File: config.mk
export PLATFORM = sky130hd
export DESIGN_NAME = usb_tx_top
export DESIGN_NICKNAME = d
export VERILOG_FILES = /design/src/usb_pkg.sv /design/src/usb_crc16.sv /design/src/usb_skid_buffer.sv /design/src/usb_packet_encoder.sv /design/src/usb_tx_top.sv
export SDC_FILE = /design/constraint.sdc
export NUM_CORES = 1
export LEC_CHECK = 0
export ABC_AREA = 1
export BUFFER_PORTS_ARGS = -buffer_cell sky130_fd_sc_hd__buf_2
export CELL_PAD_IN_SITES_DETAIL_PLACEMENT = 1
export CELL_PAD_IN_SITES_GLOBAL_PLACEMENT = 1
export CORE_MARGIN = 1
export CORE_UTILIZATION = 44
export CTS_CLUSTER_DIAMETER = 100
export DETAILED_ROUTE_END_ITERATION = 7
export HOLD_SLACK_MARGIN = 0.1
export PLACE_DENSITY = 0.86
export SYNTH_ARGS = -nofsm -noshare
export SYNTH_HDL_FRONTEND = slang
export SYNTH_SLANG_ARGS = --single-unit
File: constraint.sdc
create_clock -name clock -period 5.2 [get_ports clock]
set_clock_uncertainty 0.15 [all_clocks]
set_input_delay 1.56 -clock clock [delete_from_list [all_inputs] [get_ports clock]]
set_output_delay 1.56 -clock clock [all_outputs]
set_load 0.05 [all_outputs]
File: src/usb_pkg.sv
`default_nettype none

package usb_pkg;

  // One byte of a packet stream with its end marker
  typedef struct packed {
    logic [7:0] data;
    logic       last;
  } stream_byte_t;

  // Kind is the upper half of the PID code
  typedef enum logic [1:0] {
    hsk_ack   = 2'b00,  // PID 0010
    hsk_nak   = 2'b10,  // PID 1010
    hsk_stall = 2'b11,  // PID 1110
    hsk_nyet  = 2'b01   // PID 0110
  } hsk_kind_e;

  typedef enum logic [1:0] {
    tok_out   = 2'b00,  // PID 0001
    tok_sof   = 2'b01,  // PID 0101
    tok_in    = 2'b10,  // PID 1001
    tok_setup = 2'b11   // PID 1101
  } tok_kind_e;

  typedef enum logic [1:0] {
    data_0 = 2'b00,  // PID 0011
    data_1 = 2'b10,  // PID 1011
    data_2 = 2'b01,  // PID 0111
    data_m = 2'b11   // PID 1111
  } data_kind_e;

  // Low two bits of the PID code
  localparam logic [1:0] pid_group_hsk  = 2'b10;
  localparam logic [1:0] pid_group_tok  = 2'b01;
  localparam logic [1:0] pid_group_data = 2'b11;

  localparam logic [15:0] crc16_residue_init = 16'hffff;

  // Check nibble on top, code in the low nibble
  function automatic logic [7:0] pid_byte(input logic [1:0] kind,
                                          input logic [1:0] group);
    logic [3:0] code;
    code = {kind, group};
    return {~code, code};
  endfunction

endpackage

`default_nettype wire

File: src/usb_crc16.sv
`timescale 1ns/10ps
`default_nettype none

module usb_crc16 (
  input  wire        clock,
  input  wire        reset,
  input  wire        clear_i,
  input  wire        enable_i,
  input  wire  [7:0] data_i,
  output logic [15:0] check_o
);

  logic [15:0] crc_q;
  logic [15:0] crc_rev;

  // Poly 0x8005, data bits taken LSB first
  function automatic logic [15:0] crc16_step(input logic [15:0] crc,
                                             input logic [7:0]  data);
    logic [15:0] c;
    logic        fb;
    c = crc;
    for (int i = 0; i < 8; i++) begin
      fb = c[15] ^ data[i];
      c  = {c[14:0], 1'b0};
      if (fb) begin
        c = c ^ 16'h8005;
      end
    end
    return c;
  endfunction

  always_ff @(posedge clock) begin
    if (reset || clear_i) begin
      crc_q <= usb_pkg::crc16_residue_init;
    end else if (enable_i) begin
      crc_q <= crc16_step(crc_q, data_i);
    end
  end

  // Low byte goes out on the wire first
  assign crc_rev = {<<{crc_q}};
  assign check_o = ~crc_rev;

endmodule

`default_nettype wire

File: src/usb_skid_buffer.sv
`timescale 1ns/10ps
`default_nettype none

module usb_skid_buffer (
  input  wire                         clock,
  input  wire                         reset,
  input  wire                         in_valid_i,
  output logic                        in_ready_o,
  input  wire usb_pkg::stream_byte_t  in_i,
  output logic                        out_valid_o,
  input  wire                         out_ready_i,
  output usb_pkg::stream_byte_t       out_o
);

  logic                  ready_q;
  logic                  out_valid_q;
  logic                  tmp_valid_q;
  usb_pkg::stream_byte_t out_q;
  usb_pkg::stream_byte_t tmp_q;

  logic in_fire;
  logic out_open;
  logic load_from_tmp;
  logic load_from_in;
  logic load_tmp;
  logic out_valid_d;
  logic tmp_valid_d;

  assign in_fire  = in_valid_i && ready_q;
  assign out_open = !out_valid_q || out_ready_i;  // Output register can take a byte

  always_comb begin
    load_from_tmp = out_open && tmp_valid_q;
    load_from_in  = out_open && !tmp_valid_q && in_fire;
    load_tmp      = !out_open && in_fire;  // Output stalled, park the byte
    out_valid_d   = out_open ? (tmp_valid_q || in_fire) : 1'b1;
    tmp_valid_d   = load_tmp || (tmp_valid_q && !out_open);
  end

  always_ff @(posedge clock) begin
    if (reset) begin
      ready_q     <= 1'b0;
      out_valid_q <= 1'b0;
      tmp_valid_q <= 1'b0;
    end else begin
      ready_q     <= !tmp_valid_d;
      out_valid_q <= out_valid_d;
      tmp_valid_q <= tmp_valid_d;
    end
  end

  always_ff @(posedge clock) begin
    if (load_from_tmp) begin
      out_q <= tmp_q;
    end else if (load_from_in) begin
      out_q <= in_i;
    end
    if (load_tmp) begin
      tmp_q <= in_i;
    end
  end

  assign in_ready_o  = ready_q;
  assign out_valid_o = out_valid_q;
  assign out_o       = out_q;

endmodule

`default_nettype wire

File: src/usb_packet_encoder.sv
`timescale 1ns/10ps
`default_nettype none

module usb_packet_encoder #(
  parameter bit token_enable = 1'b1
) (
  input  wire                         clock,
  input  wire                         reset,
  input  wire                         hsk_send_i,
  input  wire usb_pkg::hsk_kind_e     hsk_kind_i,
  output logic                        hsk_done_o,
  input  wire                         tok_send_i,
  input  wire usb_pkg::tok_kind_e     tok_kind_i,
  input  wire  [15:0]                 tok_data_i,
  output logic                        tok_done_o,
  input  wire                         data_send_i,
  input  wire usb_pkg::data_kind_e    data_kind_i,
  output logic                        data_done_o,
  input  wire                         skid_valid_i,
  output logic                        skid_ready_o,
  input  wire usb_pkg::stream_byte_t  skid_i,
  output logic                        crc_clear_o,
  output logic                        crc_enable_o,
  input  wire  [15:0]                 crc_check_i,
  output logic                        tx_valid_o,
  input  wire                         tx_ready_i,
  output usb_pkg::stream_byte_t       tx_o
);

  // One-hot state bit positions
  localparam int unsigned idx_idle = 0;
  localparam int unsigned idx_hsk  = 1;
  localparam int unsigned idx_tok  = 2;
  localparam int unsigned idx_data = 3;

  logic [3:0]            state_q, state_d;
  usb_pkg::stream_byte_t tx_q, tx_d;
  logic                  tx_valid_q, tx_valid_d;
  logic                  head_q, head_d;            // PID of a data packet in tx_q
  logic                  pay_end_q, pay_end_d;      // Final payload byte loaded
  logic                  crc_phase_q, crc_phase_d;  // Sending CRC bytes
  logic                  tok_high_q, tok_high_d;
  logic                  hsk_done_q, tok_done_q, data_done_q;

  logic tx_take;
  logic tx_free;
  logic skid_fire;

  assign tx_take   = tx_valid_q && tx_ready_i;
  assign tx_free   = !tx_valid_q || tx_ready_i;
  assign skid_fire = skid_valid_i && skid_ready_o;

  assign skid_ready_o = state_q[idx_data] && !pay_end_q && !crc_phase_q && tx_free;
  assign crc_clear_o  = state_q[idx_idle];
  assign crc_enable_o = skid_fire;

  always_comb begin
    state_d     = state_q;
    tx_d        = tx_q;
    tx_valid_d  = tx_valid_q;
    head_d      = head_q;
    pay_end_d   = pay_end_q;
    crc_phase_d = crc_phase_q;
    tok_high_d  = tok_high_q;
    case (1'b1)
      state_q[idx_hsk]: begin
        if (tx_take) begin
          tx_valid_d = 1'b0;
          state_d    = 4'b1 << idx_idle;
        end
      end
      state_q[idx_tok]: begin
        if (tx_take) begin
          if (tx_q.last) begin
            tx_valid_d = 1'b0;
            state_d    = 4'b1 << idx_idle;
          end else begin
            tx_d.data  = tok_high_q ? tok_data_i[15:8] : tok_data_i[7:0];
            tx_d.last  = tok_high_q;
            tok_high_d = 1'b1;
          end
        end
      end
      state_q[idx_data]: begin
        if (crc_phase_q) begin
          if (tx_take && tx_q.last) begin
            tx_valid_d  = 1'b0;
            crc_phase_d = 1'b0;
            state_d     = 4'b1 << idx_idle;
          end else if (tx_take) begin
            tx_d.data = crc_check_i[15:8];
            tx_d.last = 1'b1;
          end
        end else if (tx_take && (pay_end_q || (head_q && !skid_valid_i))) begin
          // No payload waiting behind the PID means a zero-length packet
          tx_d.data   = crc_check_i[7:0];
          tx_d.last   = 1'b0;
          crc_phase_d = 1'b1;
          pay_end_d   = 1'b0;
          head_d      = 1'b0;
        end else if (skid_fire) begin
          tx_d.data  = skid_i.data;
          tx_d.last  = 1'b0;  // CRC still follows
          tx_valid_d = 1'b1;
          pay_end_d  = skid_i.last;
          head_d     = 1'b0;
        end else if (tx_take) begin
          tx_valid_d = 1'b0;  // Gap in the payload stream
        end
      end
      default: begin
        if (hsk_send_i && !hsk_done_q) begin
          state_d    = 4'b1 << idx_hsk;
          tx_d.data  = usb_pkg::pid_byte(hsk_kind_i, usb_pkg::pid_group_hsk);
          tx_d.last  = 1'b1;
          tx_valid_d = 1'b1;
        end else if (token_enable && tok_send_i && !tok_done_q) begin
          state_d    = 4'b1 << idx_tok;
          tx_d.data  = usb_pkg::pid_byte(tok_kind_i, usb_pkg::pid_group_tok);
          tx_d.last  = 1'b0;
          tx_valid_d = 1'b1;
          tok_high_d = 1'b0;
        end else if (data_send_i && !data_done_q) begin
          state_d     = 4'b1 << idx_data;
          tx_d.data   = usb_pkg::pid_byte(data_kind_i, usb_pkg::pid_group_data);
          tx_d.last   = 1'b0;
          tx_valid_d  = 1'b1;
          head_d      = 1'b1;
          pay_end_d   = 1'b0;
          crc_phase_d = 1'b0;
        end
      end
    endcase
  end

  always_ff @(posedge clock) begin
    if (reset) begin
      state_q     <= 4'b1 << idx_idle;
      tx_valid_q  <= 1'b0;
      head_q      <= 1'b0;
      pay_end_q   <= 1'b0;
      crc_phase_q <= 1'b0;
      tok_high_q  <= 1'b0;
    end else begin
      state_q     <= state_d;
      tx_valid_q  <= tx_valid_d;
      head_q      <= head_d;
      pay_end_q   <= pay_end_d;
      crc_phase_q <= crc_phase_d;
      tok_high_q  <= tok_high_d;
    end
  end

  always_ff @(posedge clock) begin
    tx_q <= tx_d;
  end

  // Handshake and token done hold until send drops, data done is a pulse
  always_ff @(posedge clock) begin
    if (reset) begin
      hsk_done_q  <= 1'b0;
      tok_done_q  <= 1'b0;
      data_done_q <= 1'b0;
    end else begin
      if (!hsk_send_i) begin
        hsk_done_q <= 1'b0;
      end else if (state_q[idx_hsk] && tx_take) begin
        hsk_done_q <= 1'b1;
      end
      if (!token_enable || !tok_send_i) begin
        tok_done_q <= 1'b0;
      end else if (state_q[idx_tok] && tx_take && tx_q.last) begin
        tok_done_q <= 1'b1;
      end
      data_done_q <= state_q[idx_data] && crc_phase_q && tx_take && tx_q.last;
    end
  end

  assign hsk_done_o  = hsk_done_q;
  assign tok_done_o  = tok_done_q;
  assign data_done_o = data_done_q;
  assign tx_valid_o  = tx_valid_q;
  assign tx_o        = tx_q;

endmodule

`default_nettype wire

File: src/usb_tx_top.sv
`timescale 1ns/10ps
`default_nettype none

module usb_tx_top #(
  parameter bit token_enable = 1'b1
) (
  input  wire                         clock,
  input  wire                         reset,
  input  wire                         hsk_send_i,
  input  wire usb_pkg::hsk_kind_e     hsk_kind_i,
  output wire                         hsk_done_o,
  input  wire                         tok_send_i,
  input  wire usb_pkg::tok_kind_e     tok_kind_i,
  input  wire  [15:0]                 tok_data_i,
  output wire                         tok_done_o,
  input  wire                         data_send_i,
  input  wire usb_pkg::data_kind_e    data_kind_i,
  output wire                         data_done_o,
  input  wire                         payload_valid_i,
  output wire                         payload_ready_o,
  input  wire usb_pkg::stream_byte_t  payload_i,
  output wire                         tx_valid_o,
  input  wire                         tx_ready_i,
  output wire usb_pkg::stream_byte_t  tx_o
);

  wire                        skid_valid;
  wire                        skid_ready;
  wire usb_pkg::stream_byte_t skid_byte;
  wire                        crc_clear;
  wire                        crc_enable;
  wire [15:0]                 crc_check;

  usb_skid_buffer i_skid (
    .clock       (clock),
    .reset       (reset),
    .in_valid_i  (payload_valid_i),
    .in_ready_o  (payload_ready_o),
    .in_i        (payload_i),
    .out_valid_o (skid_valid),
    .out_ready_i (skid_ready),
    .out_o       (skid_byte)
  );

  // Folds in each payload byte as the encoder accepts it
  usb_crc16 i_crc (
    .clock    (clock),
    .reset    (reset),
    .clear_i  (crc_clear),
    .enable_i (crc_enable),
    .data_i   (skid_byte.data),
    .check_o  (crc_check)
  );

  usb_packet_encoder #(
    .token_enable (token_enable)
  ) i_encoder (
    .clock        (clock),
    .reset        (reset),
    .hsk_send_i   (hsk_send_i),
    .hsk_kind_i   (hsk_kind_i),
    .hsk_done_o   (hsk_done_o),
    .tok_send_i   (tok_send_i),
    .tok_kind_i   (tok_kind_i),
    .tok_data_i   (tok_data_i),
    .tok_done_o   (tok_done_o),
    .data_send_i  (data_send_i),
    .data_kind_i  (data_kind_i),
    .data_done_o  (data_done_o),
    .skid_valid_i (skid_valid),
    .skid_ready_o (skid_ready),
    .skid_i       (skid_byte),
    .crc_clear_o  (crc_clear),
    .crc_enable_o (crc_enable),
    .crc_check_i  (crc_check),
    .tx_valid_o   (tx_valid_o),
    .tx_ready_i   (tx_ready_i),
    .tx_o         (tx_o)
  );

endmodule

`default_nettype wire

After elaboration in Yosys (flattened, before gate mapping)
Cells that the tools add are included.

Register bits after elaboration: 58. Bits of input ports: 38. Output and inout port bits: 14. Logic and storage cells: 203.

Equal/unequal tests: 18. Mux-type cells: 85. Bitwise operators: 24. Reduce and logical (&&, ||, !) cells: 54.

Operators with widths (number): 2-to-1 mux 16 bit (22); 2-to-1 mux 9 bit (14); 2-to-1 mux 4 bit (11); 2-to-1 mux 1 bit (37); NOT 3 bit (8); logical AND 1 bit (23); AND reduction 6 bit (3); NOT 16 bit (1); != test 5 bit, second input constant (3); AND reduction 7 bit (2); != test 3 bit, second input constant (4); != test 4 bit, second input constant (3); NOT 4 bit (3); zero test 1 bit (10); != test 2 bit, second input constant (5); AND reduction 5 bit (2); 2-to-1 mux 8 bit (1); bitwise XOR 1 bit (8); logical OR 1 bit (6); != test 2 x 1 -> 1 bit, second input constant (3); nonzero test 2 bit (3); nonzero test 6 bit (1); nonzero test 5 bit (1); NOT 1 bit (4); 2 further kinds (3).

Longest topological paths before layout
Word-level depth: 33. Mapped depth: 14. Mapped depth without buffers: 14.

Cells and area by module
A second synthesis with hierarchy kept.

Cells, all modules: 434. Area total of the unflattened synthesis: 3404.5 µm².

Modules (own cells, without submodules): usb_packet_encoder (times used 1, cells each 235, area an instance 1604.0 µm², seq. area each 510.5 µm²); usb_crc16 (times used 1, cells each 133, area an instance 1002.2 µm², seq. area each 320.3 µm²); usb_skid_buffer (times used 1, cells each 66, area an instance 798.3 µm², seq. area each 600.6 µm²).

Worst setup path after synthesis
No wires, ideal clock.

Kind: input port to flip-flop. From: in tx_ready_i. To: reg i_encoder.tx_q, in the netlist i_encoder.tx_o[1], enable pin. Library setup time: 345 ps. Arrival: 2603 ps. Required time: 4705 ps. Setup slack: 2102 ps. Stages: 7. Path buffers: 0. Cells stage by stage: nand2_1 > a21oi_4 > inv_2 > nand4_1 > nand2_1 > or2_1 > a21oi_2.

Cells in the longest elaborated chain, start to end: 5. Elaborated cells on any way between the ends: 11. Those cells by class: 4 x eq/ne; 7 x reduce/logical.

Ends and longest elaborated chain: from (decl) (line usb_tx_top.sv:23) `input wire tx_ready_i,`; logical OR 1 bit (line usb_packet_encoder.sv:50) `assign tx_free = !tx_valid_q || tx_ready_i;`; logical AND 1 bit (line usb_packet_encoder.sv:53) `assign skid_ready_o = state_q[idx_data] && !pay_end_q && !crc_phase_q && tx_free;`; logical AND 1 bit (line usb_packet_encoder.sv:51) `assign skid_fire = skid_valid_i && skid_ready_o;`; != test 5 bit (no source line); AND reduction 7 bit (no source line) *; to (signal assigned) (line usb_packet_encoder.sv:155) `tx_q <= tx_d;`; to (decl) (line usb_packet_encoder.sv:37) `usb_pkg::stream_byte_t tx_q, tx_d;`.

Mark *: on every way between the ends. The rest lies on a longest branch, timed or not. A chain may end at the register's enable or synchronous reset.

Worst setup path in the final report
From: in tx_ready_i. To: reg i_encoder.tx_q, in the netlist i_encoder.tx_o[8], enable pin.

The elaborated chain is that of the path after synthesis.

==> results by group <==
Critical path
  – CP Max Fanout: 20
  – Setup crit end kind: register
  – Worst Path Class, Setup: primary input to register
  – Crit path DAT: 3240 ps
  – Most frequent CP cell: nand2_1
  – Setup crit start kind: primary input
  – CP Buf/Inv Count: 3
  – Cells on worst reg2reg path: 9
  – Largest delay contributor family on the critical path: simple AND/OR/NAND/NOR gates
  – Cell count along the critical path: 10
  – Required time of the critical path: 5040 ps
  – CP max-delay cell: a21oi_2
  – Crit path cell chain: buf_2 > inv_1 > nand2_1 > nand3_2 > nor2_4 > inv_2 > nand4_1 > nand2_1 > or2_1 > a21oi_2
  – CP max stage delay: 370 ps

Cells and area
  – Layout area overhead: 14.46%
  – Multi-input logic area: 0.001378 sq mm
  – Layout Cell Area excl Fill: 0.003516 sq mm
  – Number of antenna diodes: 0
  – Share of cells above drive strength 1: 0.2032
  – Fill cell count: 886
  – Reg area: 0.001431 sq mm
  – Final net count: 476

Timing
  – Slack of the critical path: 1803 ps
  – Tcrit/Tclk final: 0.6533
  – Achievable frequency: 294.3 MHz
  – Min Hold Slack: 328.2 ps
  – Hold Vio Cnt, Final: 0
  – Final-report max-slew violation count: 0
  – Final TNS setup: 0 ps
  – Setup-failing EPs final: 0
  – Slew @ Worst Pin: 718.4 ps
  – Crit path time final: 3397 ps
  – RSZ-0062 raised after global routing: false
  – Max_slew headroom: 0.5193

GRT
  – Largest net degree at the start of global routing: 21
  – Initial antenna violation count: 0
  – Tot GR Track Use: 0.2475
  – GRT overflow: 0
  – Vias in the first global route: 2,884
  – First-pass GRT wire length: 13,760 um

Drt
  – Drt drc: 0
  – Number of iterations in the first detailed-routing pass: 4
  – Post-route ant nets: 0
  – Wire length per cell: 16.03 um
  – DR iter-0 viols: 147
  – Via/cell ratio: 5.493
  – Vias: 2,873
  – DRT Wirelength: 8382 um

Logic synthesis
  – Syn nets: 424
  – Post-Synthesis Cells: 386
  – Yosys Warn Count: 0
  – Seq/Total Area, Yosys: 0.4660
  – Async SR Flop Fraction: 0
  – Ys flop type: dfxtp_1
  – Syn Area/Cell: 7.958 sq um
  – Synth Register Bits: 58
  – Distinct cells, synth: 45
  – Syn Std Cell Area: 0.003072 sq mm
  – Post-synth EDFFs: 27

Pwr
  – Sequential share of power: 0.473
  – Power Internal: 761.0 uW
  – Combinational share of power: 0.207
  – Pwr Density: 321.9 mW/mm^2
  – Psw: 370.7 uW
  – Clock power frac: 0.320
  – Maximum vdd drop: 0.1550 mV
  – Leakage: 0.001567 uW
  – Sw Ratio: 0.3276

Placement
  – Post-DP HPWL: 6414 um
  – I/O Buffers: 51
  – Placed Area: 0.003353 sq mm
  – GPL Wtd Cong: 0.8350
  – Post-Place Worst Slack: 1436 ps

Floorplanning
  – Std-Cell Rows: 30
  – Die width: 85.56 um
  – I/O Pins: 52
  – Starting density of the core: 0.4546
  – Vert. Die Dim: 85.56 um
  – Core ar.: 0.006756 sq mm
  – Die footprint: 0.007320 sq mm

Clocking
  – H-tree depth: 3
  – Post-CTS Setup Repair Bufs: 0
  – CTS Hold Bufs: 0
  – CTS buffer count: 9
  – Clk root buf: clkbuf_8
  – Clock slew at reported path FFs: 60 ps
  – Post_cts resized: 0
  – Worst-Skew Late Latency: 350 ps
  – CTS Buffer Depth: 2
  – CTS tree: yes
  – Clock sink count: 58

Min path
  – Hold Path Class: register to register
  – Worst Hold Depth: 2

Outcome
  – Status: complete, no violations

Run
  – Max Cap Viol: 0
worst paths after layout:
kind                       endpoint            startpoint  slack, ps
setup / recovery  i_encoder.tx_o[8]            tx_ready_i       1800
hold reg to reg    i_encoder.head_q      i_encoder.head_q        330
setup reg to reg  i_encoder.tx_o[8]  i_encoder.state_q[3]       2380
hold / removal     i_encoder.head_q      i_encoder.head_q        330
cell type report:
| type | instances | share of cell area |
|---|---|---|
| Inverter | 50 | 0.05374 |
| Sequential cell | 58 | 0.4071 |
| Multi-Input combinational cell | 268 | 0.3918 |
| Tap cell | 80 | 0.02847 |
| Clock inverter | 4 | 0.004982 |
| Timing Repair Buffer | 51 | 0.07260 |
| Clock buffer | 12 | 0.04128 |
flip-flops by register name (all words and copies together) (netlist names):
signal                 count
i_crc.crc_q               16
i_encoder.tx_o             9
i_skid.out_o               9
i_skid.tmp_q               9
i_encoder.state_q          4
i_encoder.crc_phase_q      1
i_encoder.data_done_o      1
i_encoder.head_q           1
i_encoder.hsk_done_o       1
i_encoder.pay_end_q        1
i_encoder.tok_done_o       1
i_encoder.tok_high_q       1
i_encoder.tx_valid_o       1
i_skid.in_ready_o          1
i_skid.out_valid_o         1
i_skid.tmp_valid_q         1
metal layers:
layer / track usage / share of wire
met5: 0 / 0
met4: 0.1227 / 0.020
met3: 0.04812 / 0.054
met2: 0.4153 / 0.48
met1: 0.3059 / 0.45
Yosys cell counts (all sizes together) (3+ instances only):
cell type  count  area, sq um
nand3         14        80.08
nand2         91        354.1
buf            8        66.31
xor2           3        33.79
o21ai         43        215.2
edfxtp        27        810.8
inv           47        176.4
dfxtp         31        620.6
o211ai         4        30.03
mux2           9        101.4
a21oi         35        190.2
nor3           3        20.02
o22ai          6        37.54
nor2          42        167.7
clkinv         3        12.51
logic make-up (layout without fill, tap and decap cells):
group	after synthesis	in the layout	share of synthesized area
muxes	9	9	0.03299
AOI/OAI and AO/OA	99	99	0.1821
buffers and inverters	60	117	0.08554
DFF	58	58	0.4660
and+or+nand+nor	156	156	0.2196
xor gates and xnor gates	4	4	0.01385
cells in the final DEF (no fill, tap or decap), types with 2 or more instances in the layout:
| master | instances |
|---|---|
| mux2_2 | 9 |
| nand3_2 | 2 |
| clkbuf_8 | 10 |
| a21oi_1 | 33 |
| a31oi_1 | 2 |
| nand2_1 | 88 |
| a211oi_1 | 2 |
| nand4_1 | 2 |
| o211ai_1 | 4 |
| o221ai_1 | 2 |
| dfxtp_1 | 31 |
| nor3_1 | 2 |
| clkbuf_1 | 2 |
| xor2_1 | 2 |
| inv_2 | 4 |
| nand3_1 | 12 |
| o21ai_0 | 36 |
| nand2_2 | 2 |
| clkinv_2 | 3 |
| nor2_1 | 40 |
| edfxtp_1 | 27 |
| o21ai_1 | 7 |
| buf_2 | 51 |
| clkinv_1 | 4 |
| inv_1 | 43 |
| o22ai_1 | 6 |
worst register-to-register path: cells and delay by family, from the launching register on:
kind	cells	cell delay [ps]
buffers and inverters	2	380
DFF	1	590
and+or+nand+nor	6	1000
AOI/OAI and AO/OA	1	370
metrics by stage:
stage	utilization	power [uW]	std cells
after floorplan	-	712.8	386
after global placement	0.4963	769.3	507
after detailed placement	0.4963	777.9	507
after CTS	0.5204	1138	523
after global routing	0.5204	1185	523
final	0.5204	1132	523
power by group through the flow:
stage	sequential [uW]	combinational [uW]	clock, uW
5_1_grt	539	257	389
3_5_place_dp	545	233	0
6_report	536	234	362
2_1_floorplan	602	111	0
3_3_place_gp	544	225	0
4_1_cts	536	235	367
Note: power is estimated with default switching activity, not from simulation.
